--- src/hdl/edge_pkg.sv ---
package edge_pkg;

	// Compute-unit id, returned unchanged with the edge word
	typedef logic [7:0] cu_id_t;

	localparam int weight_bits = 16;

	// Request-to-result latency of the read path, in clock cycles
	localparam int read_latency = 7;

	// Edge request from a client
	// Index width kept numeric so this package stands alone
	typedef struct packed {
		logic                   valid;
		logic [5:0]             word_index;
		cu_id_t                 cu_id;
		logic [weight_bits-1:0] weight;
	} edge_req_t;

	typedef struct packed {
		cu_id_t                 cu_id;
		logic [weight_bits-1:0] weight;
		logic [31:0]            data;
	} edge_data_payload_t;

	// Edge result, the byte-reversed word plus its tags
	typedef struct packed {
		logic               valid;
		edge_data_payload_t payload;
	} edge_data_t;

endpackage

--- src/hdl/mem_pkg.sv ---
package mem_pkg;

	// Line memory geometry
	localparam int line_bits       = 128;
	localparam int half_bits       = line_bits / 2;
	localparam int word_bits       = 32;
	localparam int words_per_half  = half_bits / word_bits;
	localparam int words_per_line  = line_bits / word_bits;
	localparam int line_count      = 16;
	localparam int line_addr_bits  = $clog2(line_count);
	localparam int offset_bits     = $clog2(words_per_line);
	localparam int word_index_bits = line_addr_bits + offset_bits;

	typedef struct packed {
		logic [line_addr_bits-1:0]        line_addr;
		logic [offset_bits-1:0]           offset;
		edge_pkg::cu_id_t                 cu_id;
		logic [edge_pkg::weight_bits-1:0] weight;
	} read_cmd_payload_t;

	// Line read command
	typedef struct packed {
		logic              valid;
		read_cmd_payload_t payload;
	} read_cmd_t;

	typedef struct packed {
		read_cmd_payload_t      cmd;
		logic [half_bits-1:0]   data;
	} read_half_payload_t;

	// One half of a line, tagged with its own copy of the command
	typedef struct packed {
		logic               valid;
		read_half_payload_t payload;
	} read_half_t;

	// Single-word write into the line memory
	typedef struct packed {
		logic                       valid;
		logic [word_index_bits-1:0] word_index;
		logic [word_bits-1:0]       data;
	} mem_write_t;

endpackage

--- src/hdl/valid_pipe.sv ---
`timescale 1ns/100ps

module valid_pipe #(
	parameter type payload_t = logic [7:0],
	parameter int  depth     = 1
) (
	input  logic     clock,
	input  logic     rstn,
	input  logic     in_valid,
	input  payload_t in_payload,
	output logic     out_valid,
	output payload_t out_payload
);

	logic [depth-1:0] valid_q;
	payload_t         payload_q [depth];

	// Valid chain, cleared by reset
	always_ff @(posedge clock or negedge rstn) begin
		if (!rstn) begin
			valid_q <= '0;
		end else begin
			valid_q[0] <= in_valid;
			for (int i = 1; i < depth; i++) begin
				valid_q[i] <= valid_q[i-1];
			end
		end
	end

	// Payload follows its valid bit stage by stage
	always_ff @(posedge clock) begin
		payload_q[0] <= in_payload;
		for (int i = 1; i < depth; i++) begin
			payload_q[i] <= payload_q[i-1];
		end
	end

	assign out_valid   = valid_q[depth-1];
	assign out_payload = payload_q[depth-1];

endmodule

--- src/hdl/edge_read_request.sv ---
`timescale 1ns/100ps

module edge_read_request (
	input  logic                clock,
	input  logic                rstn,
	input  logic                enable,
	input  edge_pkg::edge_req_t req,
	output mem_pkg::read_cmd_t  rd_cmd
);

	import mem_pkg::*;

	logic              req_accept;
	read_cmd_payload_t cmd_in;
	logic              cmd_valid;
	read_cmd_payload_t cmd_payload;

	// Requests seen while disabled are dropped here
	assign req_accept = req.valid && enable;

	// Word index splits into line address and word offset
	always_comb begin
		cmd_in.line_addr = req.word_index[word_index_bits-1 -: line_addr_bits];
		cmd_in.offset    = req.word_index[offset_bits-1:0];
		cmd_in.cu_id     = req.cu_id;
		cmd_in.weight    = req.weight;
	end

	//////////////////////////////////////////////////////////////////////
	// Command register
	//////////////////////////////////////////////////////////////////////

	valid_pipe #(
		.payload_t (read_cmd_payload_t),
		.depth     (1)
	) u_cmd_reg (
		.clock       (clock),
		.rstn        (rstn),
		.in_valid    (req_accept),
		.in_payload  (cmd_in),
		.out_valid   (cmd_valid),
		.out_payload (cmd_payload)
	);

	assign rd_cmd = '{valid: cmd_valid, payload: cmd_payload};

endmodule

--- src/hdl/edge_line_memory.sv ---
`timescale 1ns/100ps

module edge_line_memory (
	input  logic                clock,
	input  logic                rstn,
	input  mem_pkg::mem_write_t mem_wr,
	input  mem_pkg::read_cmd_t  rd_cmd,
	output mem_pkg::read_half_t half_0,
	output mem_pkg::read_half_t half_1
);

	import mem_pkg::*;

	// Storage, one packed line per entry, word 0 in the low bits
	logic [words_per_line-1:0][word_bits-1:0] mem [line_count];

	logic [line_addr_bits-1:0] wr_line;
	logic [offset_bits-1:0]    wr_word;

	// Read stage
	logic                 rd_valid_q;
	read_cmd_payload_t    rd_cmd_q;
	logic [line_bits-1:0] line_q;

	// Upper half waits one more cycle
	logic                 hi_valid_q;
	read_cmd_payload_t    hi_cmd_q;
	logic [half_bits-1:0] hi_data_q;

	//////////////////////////////////////////////////////////////////////
	// Write port
	//////////////////////////////////////////////////////////////////////

	assign wr_line = mem_wr.word_index[word_index_bits-1 -: line_addr_bits];
	assign wr_word = mem_wr.word_index[offset_bits-1:0];

	always_ff @(posedge clock) begin
		if (mem_wr.valid) begin
			mem[wr_line][wr_word] <= mem_wr.data;
		end
	end

	//////////////////////////////////////////////////////////////////////
	// Read port
	//////////////////////////////////////////////////////////////////////

	always_ff @(posedge clock or negedge rstn) begin
		if (!rstn) begin
			rd_valid_q <= 1'b0;
			hi_valid_q <= 1'b0;
		end else begin
			rd_valid_q <= rd_cmd.valid;
			hi_valid_q <= rd_valid_q;
		end
	end

	always_ff @(posedge clock) begin
		rd_cmd_q  <= rd_cmd.payload;
		line_q    <= mem[rd_cmd.payload.line_addr];
		hi_cmd_q  <= rd_cmd_q;
		hi_data_q <= line_q[line_bits-1:half_bits];
	end

	// Lower half straight from the read register, words 0 and 1
	assign half_0 = '{
		valid:   rd_valid_q,
		payload: '{cmd: rd_cmd_q, data: line_q[half_bits-1:0]}
	};

	// Upper half one cycle behind, words 2 and 3
	assign half_1 = '{
		valid:   hi_valid_q,
		payload: '{cmd: hi_cmd_q, data: hi_data_q}
	};

endmodule

--- src/hdl/edge_data_extract.sv ---
`timescale 1ns/100ps

module edge_data_extract (
	input  logic                 clock,
	input  logic                 rstn,
	input  mem_pkg::read_half_t  half_0,
	input  mem_pkg::read_half_t  half_1,
	output edge_pkg::edge_data_t edge_data
);

	import mem_pkg::*;
	import edge_pkg::*;

	// Halves after realignment
	logic               h0_valid;
	read_half_payload_t h0_payload;
	logic               h1_valid;
	read_half_payload_t h1_payload;
	logic               both_valid;

	// Word pair stage
	logic                   pair_valid;
	logic [offset_bits-1:0] pair_offset;
	cu_id_t                 pair_cu_id;
	logic [weight_bits-1:0] pair_weight;
	logic [half_bits-1:0]   pair_data;

	// Selected word stage
	logic                   word_valid;
	cu_id_t                 word_cu_id;
	logic [weight_bits-1:0] word_weight;
	logic [word_bits-1:0]   word_data;

	// Output register
	logic               out_valid;
	edge_data_payload_t out_payload;

	// Reverse the byte order of one word
	function automatic logic [word_bits-1:0] swap_bytes(input logic [word_bits-1:0] word);
		logic [word_bits-1:0] swapped;
		for (int b = 0; b < word_bits / 8; b++) begin
			swapped[8*b +: 8] = word[word_bits - 8*(b+1) +: 8];
		end
		return swapped;
	endfunction

	//////////////////////////////////////////////////////////////////////
	// Realign halves
	//////////////////////////////////////////////////////////////////////

	// half_0 leaves the memory one cycle early, so it gets the extra stage
	valid_pipe #(
		.payload_t (read_half_payload_t),
		.depth     (2)
	) u_half_0_align (
		.clock       (clock),
		.rstn        (rstn),
		.in_valid    (half_0.valid),
		.in_payload  (half_0.payload),
		.out_valid   (h0_valid),
		.out_payload (h0_payload)
	);

	valid_pipe #(
		.payload_t (read_half_payload_t),
		.depth     (1)
	) u_half_1_align (
		.clock       (clock),
		.rstn        (rstn),
		.in_valid    (half_1.valid),
		.in_payload  (half_1.payload),
		.out_valid   (h1_valid),
		.out_payload (h1_payload)
	);

	assign both_valid = h0_valid && h1_valid;

	//////////////////////////////////////////////////////////////////////
	// Select, extract and swap
	//////////////////////////////////////////////////////////////////////

	always_ff @(posedge clock or negedge rstn) begin
		if (!rstn) begin
			pair_valid <= 1'b0;
			word_valid <= 1'b0;
			out_valid  <= 1'b0;
		end else begin
			pair_valid <= both_valid;
			word_valid <= pair_valid;
			out_valid  <= word_valid;
		end
	end

	// Keep the half that holds the addressed word, tags from that half
	always_ff @(posedge clock) begin
		if (both_valid) begin
			pair_offset <= h0_payload.cmd.offset;
			if (h0_payload.cmd.offset >= words_per_half) begin
				pair_cu_id  <= h1_payload.cmd.cu_id;
				pair_weight <= h1_payload.cmd.weight;
				pair_data   <= h1_payload.data;
			end else begin
				pair_cu_id  <= h0_payload.cmd.cu_id;
				pair_weight <= h0_payload.cmd.weight;
				pair_data   <= h0_payload.data;
			end
		end
	end

	// Lower 32 bits hold the even word of a half
	always_ff @(posedge clock) begin
		word_cu_id  <= pair_cu_id;
		word_weight <= pair_weight;
		word_data   <= pair_data[(pair_offset % words_per_half) * word_bits +: word_bits];
	end

	// Swap folded into the output register
	always_ff @(posedge clock) begin
		out_payload.cu_id  <= word_cu_id;
		out_payload.weight <= word_weight;
		out_payload.data   <= swap_bytes(word_data);
	end

	assign edge_data = '{valid: out_valid, payload: out_payload};

endmodule

--- src/hdl/edge_read_top.sv ---
`timescale 1ns/100ps

module edge_read_top (
	input  logic                 clock,
	input  logic                 rstn,
	input  logic                 enable,
	input  edge_pkg::edge_req_t  req,
	input  mem_pkg::mem_write_t  mem_wr,
	output edge_pkg::edge_data_t edge_data
);

	import mem_pkg::*;

	read_cmd_t  rd_cmd;
	read_half_t half_0;
	read_half_t half_1;

	//////////////////////////////////////////////////////////////////////
	// Read path
	//////////////////////////////////////////////////////////////////////

	// Index to line address and offset
	edge_read_request u_request (
		.clock  (clock),
		.rstn   (rstn),
		.enable (enable),
		.req    (req),
		.rd_cmd (rd_cmd)
	);

	edge_line_memory u_memory (
		.clock  (clock),
		.rstn   (rstn),
		.mem_wr (mem_wr),
		.rd_cmd (rd_cmd),
		.half_0 (half_0),
		.half_1 (half_1)
	);

	// Halves back to one tagged word
	edge_data_extract u_extract (
		.clock     (clock),
		.rstn      (rstn),
		.half_0    (half_0),
		.half_1    (half_1),
		.edge_data (edge_data)
	);

endmodule

--- config.mk ---
export PLATFORM = sky130hd
export DESIGN_NAME = edge_read_top
export DESIGN_NICKNAME = d
export VERILOG_FILES = /design/src/hdl/edge_pkg.sv /design/src/hdl/mem_pkg.sv /design/src/hdl/valid_pipe.sv /design/src/hdl/edge_read_request.sv /design/src/hdl/edge_line_memory.sv /design/src/hdl/edge_data_extract.sv /design/src/hdl/edge_read_top.sv
export SDC_FILE = /design/constraint.sdc
export NUM_CORES = 2
export LEC_CHECK = 0
export BUFFER_PORTS_ARGS = -buffer_cell sky130_fd_sc_hd__buf_2
export CAP_MARGIN = 20
export CELL_PAD_IN_SITES_DETAIL_PLACEMENT = 0
export CELL_PAD_IN_SITES_GLOBAL_PLACEMENT = 1
export CORE_UTILIZATION = 50
export DETAILED_ROUTE_END_ITERATION = 10
export PLACE_DENSITY_LB_ADDON = 0.1
export SLEW_MARGIN = 20
export SYNTH_ARGS = -nofsm -noshare
export SYNTH_HDL_FRONTEND = slang
export SYNTH_SLANG_ARGS = --single-unit
--- constraint.sdc ---
create_clock -name clock -period 2.8 [get_ports clock]
set_clock_uncertainty 0.05 [all_clocks]
set_input_delay 0 -clock clock [delete_from_list [all_inputs] [get_ports clock]]
set_output_delay 0 -clock clock [all_outputs]
set_load 0.05 [all_outputs]
Yosys cells after proc, flatten, opt, wreduce, memory -nomap -nowiden
Memory sizes are Yosys's and may differ from the RTL's. A register that Yosys moved wholly into a read port is not among the register bits.
Cells that the tools add are included.
{ "word_totals": {"regBits": 334, "ram_bits": 2360, "in_bits": 73, "output_inout_bits": 57, "wordCells": 45, "n_memories": 4} }
{ "memory_table": {"columns": ["memory", "words", "word_bits", "read_ports", "rd_clocked_by_memory_dff", "write_ports", "line", "text"], "rows": [
  ["u_memory.mem", 16, 128, 1, 1, 1, "edge_line_memory.sv:15", "logic [words_per_line-1:0][word_bits-1:0] mem [line_count];"],
  ["u_extract.u_half_0_align.payload_q", 2, 94, 2, 0, 2, "valid_pipe.sv:16", "payload_t payload_q [depth];"],
  ["u_extract.u_half_1_align.payload_q", 1, 94, 1, 0, 1, "valid_pipe.sv:16", null],
  ["u_request.u_cmd_reg.payload_q", 1, 30, 1, 0, 1, "valid_pipe.sv:16", null]
]} }
{ "op_classes": {"order_cmp": 3, "n_shift": 1, "muxes": 7, "n_reduce_logical": 3} }
{ "ops": {"columns": ["op", "count"], "rows": [
  ["$mux 128", 1],
  ["$demux 32 s2", 1],
  ["$mux 64", 1],
  ["$shiftx 64x7->32", 1],
  ["$mux 32", 1],
  ["$mux 16", 1],
  ["$mux 8", 1],
  ["$logic_and 1x1->1", 3],
  ["$lt 2x3->1 const B", 1],
  ["$ge 2x1->1 const B", 1],
  ["$ge 2x2->1 const B", 1],
  ["$mux 1", 1]
]} }

Depth between registers and ports, before layout
{ "logic_depth": {"ltp_word": 5, "depth_mapped": 9, "depth_no_buf": 4} }

By module
A second synthesis with hierarchy kept.
{ "hier_totals": {"hier_cells": 4392, "hier_area_um2": 96480.0} }
{ "by_module_without_submodules": {"columns": ["module", "instances", "cells_each", "area_each_um2", "seq_area_each_um2"], "rows": [
  ["edge_line_memory", 1, 3640, 82883.2, 66593.9],
  ["edge_data_extract", 1, 340, 6531.3, 4989.8],
  ["valid_pipe (u_extract.u_half_0_align)", 1, 284, 4519.3, 3813.7],
  ["valid_pipe (u_extract.u_half_1_align)", 1, 95, 1906.8, 1906.8],
  ["valid_pipe (u_request.u_cmd_reg)", 1, 31, 625.6, 625.6],
  ["edge_read_request", 1, 2, 13.8, 0.0]
]} }

Worst setup path after synthesis
Ideal clock, no wire load.
{ "synth_path": {"path_kind": "input-to-reg", "startpoint": "in mem_wr[33] in the netlist's numbering", "endpoint": "mem u_memory.mem[1][0] in the netlist's numbering (enable)", "setup_time_ns": 0.421, "arrival_time_ns": 2.205, "t_required_ns": 2.329, "setup_slack_ns": 0.124, "path_stages": 4, "path_buffers": 2, "path_cell_list": "or3b_2 > clkbuf_1 > clkbuf_1 > nor2_1"} }
{ "synth_via": {"elab_chain_len": 5, "elab_cells_between_ends": 6, "classes_between": "2 x order compare; 3 x mux; 1 x reduce/logical"} }
{ "synth_rtl": {"columns": ["item", "line", "text"], "rows": [
  ["from (decl)", "edge_read_top.sv:8", "input mem_pkg::mem_write_t mem_wr,"],
  ["$lt 2x3->1 (implied by the code) or $ge 2x1->1 (tied branches)", "edge_line_memory.sv:39", "mem[wr_line][wr_word] <= mem_wr.data;"],
  ["$logic_and 1x1->1 (implied by the code)", "edge_line_memory.sv:39", null],
  ["$mux 32 (implied by the code)", "edge_line_memory.sv:39", null],
  ["$demux 32 s2 (*)", null, null],
  ["$mux 128 (implied by the code) (*)", "edge_line_memory.sv:39", null],
  ["to (decl)", "edge_line_memory.sv:15", null]
]} }
Every way passes the cells marked *; elsewhere a longest branch is shown, timed or not.

Worst setup path in the final report
{ "layout_path": {"startpoint": "in mem_wr[36] in the netlist's numbering", "endpoint": "mem u_memory.mem[2][58] in the netlist's numbering (enable)"} }
Straight into the memory's write port.

==> key figures <==
Outcome
  – Status: completed

Floorplanning
  – Die W: 434.7 um
  – Height of the chip: 434.7 um
  – Top-Level Pins: 130
  – Site row count: 158
  – Area inside the core boundary: 185,600 sq um
  – Initial Utilization: 0.5043
  – Die area: 189,000 sq um

Min path
  – Type of the most critical hold path: in -> reg
  – Startpoint of the worst hold path: mem_wr[9]

Worst setup path
  – Number of buffer and inverter stages on the critical path: 4
  – Critical Path Sink Type: flip-flop
  – Crit path max-delay cell type: sky130_fd_sc_hd__dlygate4sd3_1
  – Largest fanout on the critical path: 7
  – Worst path arrival time: 3.01 ns
  – Critical R2R Launch: u_request.u_cmd_reg.payload_q[0][26]$_DFF_P_
  – Crit path max-delay family: buffers and inverters
  – Cell chain of the critical path: dlygate4sd3_1, buf_2, nor2_1, dlygate4sd3_1, nand2_1, nor2_4, dlygate4sd3_1
  – Delay of the slowest cell on the worst path: 0.78 ns
  – CP Launch Type: input pin
  – Startpoint of the worst setup timing path: mem_wr[36]
  – CP required: 3.33 ns
  – Most frequent CP cell: sky130_fd_sc_hd__dlygate4sd3_1
  – CP Class: in -> reg

Timing
  – Max Clk Rate: 403.4 MHz
  – Slew at the pin closest to its max-slew limit: 1.149 ns
  – Min cycle time layout: 2.479 ns
  – Total Negative Setup Slacks: 0 ns
  – Final cycle utilization of the critical path: 0.8854
  – Headroom to the max-slew limit: 0.2339
  – Final Max Slew Viols: 0
  – Setup repair after global routing missed its margin: false
  – Final hold viol count: 0
  – Minimum setup slack in the final design: 0.3209 ns
  – Final setup violating endpoints: 0

Place
  – PortBufs: 129
  – Worst slack at placement: 0.3556 ns
  – Final RePlAce weighted congestion: 0.7564
  – Cell count after placement: 6,561
  – Detailed placer's ending HPWL: 119,000 um

Clocking
  – Post-CTS setup buffer count: 0
  – Clock insertion delay at the later pin of the skew report: 0.91 ns
  – Clock sinks: 2,748
  – Bufs on Longest Clock Path: 4
  – TritonCTS clock tree: yes
  – Root buffer selected by CTS: sky130_fd_sc_hd__clkbuf_16
  – H-tree depth reported by CTS: 5
  – PostCTS Resize Cnt: 0
  – Hold bufs inserted after CTS: 109
  – CTS clk-pin slew, worst paths: 0.06 ns
  – Number of buffers created by CTS: 291

Global route
  – Number of global-route vias before repair: 42,650
  – First-pass GRT wire length: 317,700 um
  – Remaining Overflow, GRT: 0
  – Total Routing Usage GR: 0.2403
  – Largest net degree at the start of global routing: 65
  – Initial antenna violation count: 22

Synthesis
  – Mapped Avg Cell Area: 23.73 sq um
  – Area of the mapped netlist: 93,620 sq um
  – Syn Nets: 4,018
  – Yosys warnings: 0
  – Yosys top cell area share: 0.6855
  – Dominant cells by area after synthesis: sky130_fd_sc_hd__edfxtp_1 69%, sky130_fd_sc_hd__mux4_2 14%, sky130_fd_sc_hd__dfxtp_1 13%
  – Post-synthesis sequential area ratio: 0.8165
  – Post-synth cell types: 26
  – Number of flip-flops and latches in the synthesized netlist: 2,748
  – Number of standard cells after synthesis: 3,945
  – Dominant cell type by area after synthesis: sky130_fd_sc_hd__edfxtp_1

Layout
  – # nets final: 4,557
  – Area taken by multi-input logic gates: 16,670 sq um
  – Layout cells sized above 1: 0.3194
  – Util after Layout: 0.5932
  – Number of cells in the finished layout apart from fillers: 7,195
  – Number of filler instances in the final layout: 13,140
  – Layout overhead on the synthesized area: 17.62%
  – Seq. cell area: 76,460 sq um

Routing
  – Number of iterations in the first detailed-routing pass: 5
  – Average wire per standard cell: 31.22 um
  – Count of vias placed by the detailed router: 41,510
  – Drt initial violations: 4,177
  – Vias per inst: 5.769
  – Antenna Violating Nets Remaining: 0
  – Total DRC errors in the routed layout: 0
  – Aggregate routed wire length: 224,600 um

Flow run
  – Number of maximum-capacitance violations: 0

Power and ir drop
  – Post-layout power: 0.08573 W
  – Leakage: 36.17 nW
  – P per Cell Area: 778.5 nW/um^2
  – IR drop worst, VDD: 0.0005804 V
cells by family (layout without fill, tap and decap cells):
family / count (synthesis) / in the layout / synth area share
compound gates: 110 / 110 / 0.007578
other cells: 0 / 12 / 0
mux: 739 / 739 / 0.1578
buf+inv: 201 / 959 / 0.01061
flops: 2748 / 2748 / 0.8165
simple gates: 147 / 147 / 0.007511
cell type report:
cell class	count	share of cell area
multi-input cells	996	0.1514
clock inverters	112	0.008806
clock buffers	400	0.07450
diodes	12	0.0002727
inverters	1	0.0001023
repair buffers	446	0.04236
flip-flops and latches	2748	0.6944
well taps	2480	0.02818
placed cells by master, fill, tap and decap left out, types with 2 or more instances in the layout:
cell type,n
sky130_fd_sc_hd__nor2_4,64
sky130_fd_sc_hd__buf_2,123
sky130_fd_sc_hd__clkbuf_8,30
sky130_fd_sc_hd__a31oi_1,2
sky130_fd_sc_hd__inv_6,6
sky130_fd_sc_hd__clkbuf_16,301
sky130_fd_sc_hd__bufinv_16,15
sky130_fd_sc_hd__diode_2,12
sky130_fd_sc_hd__mux2i_1,63
sky130_fd_sc_hd__a211oi_1,45
sky130_fd_sc_hd__dfxtp_1,599
sky130_fd_sc_hd__nand3b_1,2
sky130_fd_sc_hd__dlygate4sd3_1,109
sky130_fd_sc_hd__nor2_1,2
sky130_fd_sc_hd__buf_4,106
sky130_fd_sc_hd__dfrtp_1,6
sky130_fd_sc_hd__nand3_1,6
sky130_fd_sc_hd__clkinv_2,52
sky130_fd_sc_hd__clkbuf_1,69
sky130_fd_sc_hd__clkinvlp_4,6
sky130_fd_sc_hd__edfxtp_1,2137
sky130_fd_sc_hd__dfxtp_4,5
sky130_fd_sc_hd__mux2_2,96
sky130_fd_sc_hd__a21oi_1,48
sky130_fd_sc_hd__clkinv_4,5
sky130_fd_sc_hd__buf_12,108
sky130_fd_sc_hd__nor2b_1,49
sky130_fd_sc_hd__mux4_2,580
sky130_fd_sc_hd__o221ai_1,10
sky130_fd_sc_hd__o22ai_1,5
sky130_fd_sc_hd__clkinv_1,27
sky130_fd_sc_hd__nand2_1,19
power breakdown:
part	leakage, nW	switching (W)	total (W)	internal, W
clock network	4.52	0.0151	0.0369	0.0219
logic	7.21	0.00190	0.00336	0.00146
registers	24.4	0.000491	0.0454	0.0449
state kept, by name, summed over array words and instances, names as in the netlist, 26 cells and up:
signal	flops
u_extract.word_data	32
u_memory.half_0	26
u_memory.mem	2048
u_extract.pair_data	64
u_extract.u_half_0_align.payload_q	139
u_request.u_cmd_reg.payload_q	30
u_memory.hi_data_q	64
u_extract.u_half_1_align.payload_q	90
u_extract.edge_data	56
u_memory.line_q	128
routing by layer:
metal | wire length (um) | track usage | vias up
met2 | 111000 | 0.3935 | 1410
met1 | 92980 | 0.3330 | 22390
met4 | 6079 | 0.07101 | 2
li1 | - | - | 17360
met3 | 14520 | 0.04139 | 345
met5 | 8 | 0 | -
metrics by stage:
step           area (sq um)  hold slack [ns]
6_report             110100           0.1009
3_5_place_dp          99790          -0.2161
2_1_floorplan         93620          -0.3456
5_1_grt              110100          0.08841
4_1_cts              110100          0.06290
3_3_place_gp          99790          -0.2215
synthesized netlist by cell type:
| cell | number |
|---|---|
| sky130_fd_sc_hd__a211oi_1 | 45 |
| sky130_fd_sc_hd__a21oi_1 | 48 |
| sky130_fd_sc_hd__a31oi_1 | 2 |
| sky130_fd_sc_hd__and2_1 | 1 |
| sky130_fd_sc_hd__buf_1 | 28 |
| sky130_fd_sc_hd__buf_2 | 56 |
| sky130_fd_sc_hd__buf_4 | 29 |
| sky130_fd_sc_hd__buf_6 | 8 |
| sky130_fd_sc_hd__clkbuf_1 | 79 |
| sky130_fd_sc_hd__clkinv_1 | 1 |
| sky130_fd_sc_hd__dfrtp_1 | 7 |
| sky130_fd_sc_hd__dfxtp_1 | 604 |
| sky130_fd_sc_hd__edfxtp_1 | 2137 |
| sky130_fd_sc_hd__mux2_2 | 96 |
| sky130_fd_sc_hd__mux2i_1 | 63 |
| sky130_fd_sc_hd__mux4_2 | 580 |
| sky130_fd_sc_hd__nand2_1 | 19 |
| sky130_fd_sc_hd__nand2b_1 | 1 |
| sky130_fd_sc_hd__nand3_1 | 7 |
| sky130_fd_sc_hd__nand3b_1 | 2 |
| sky130_fd_sc_hd__nand4_1 | 1 |
| sky130_fd_sc_hd__nor2_1 | 66 |
| sky130_fd_sc_hd__nor2b_1 | 49 |
| sky130_fd_sc_hd__o221ai_1 | 10 |
| sky130_fd_sc_hd__o22ai_1 | 5 |
| sky130_fd_sc_hd__or3b_2 | 1 |
final timing paths:
path                                                                     end  slack, ns  cells past startpoint
hold / removal                                 u_memory.mem[3][73]$_DFFE_PP_       0.10                      2
min in group asynchronous      u_extract.u_half_0_align.valid_q[1]$_DFF_PN0_       0.53                      4
hold reg to reg            u_extract.u_half_1_align.payload_q[0][80]$_DFF_P_       0.24                      0
setup / recovery                               u_memory.mem[2][58]$_DFFE_PP_       0.32                      7
setup reg to reg                                 u_memory.line_q[24]$_DFF_P_       0.46                      6
max in group asynchronous      u_extract.u_half_0_align.valid_q[1]$_DFF_PN0_       1.92                      4
No activity file was read; power rests on OpenSTA's default activity.
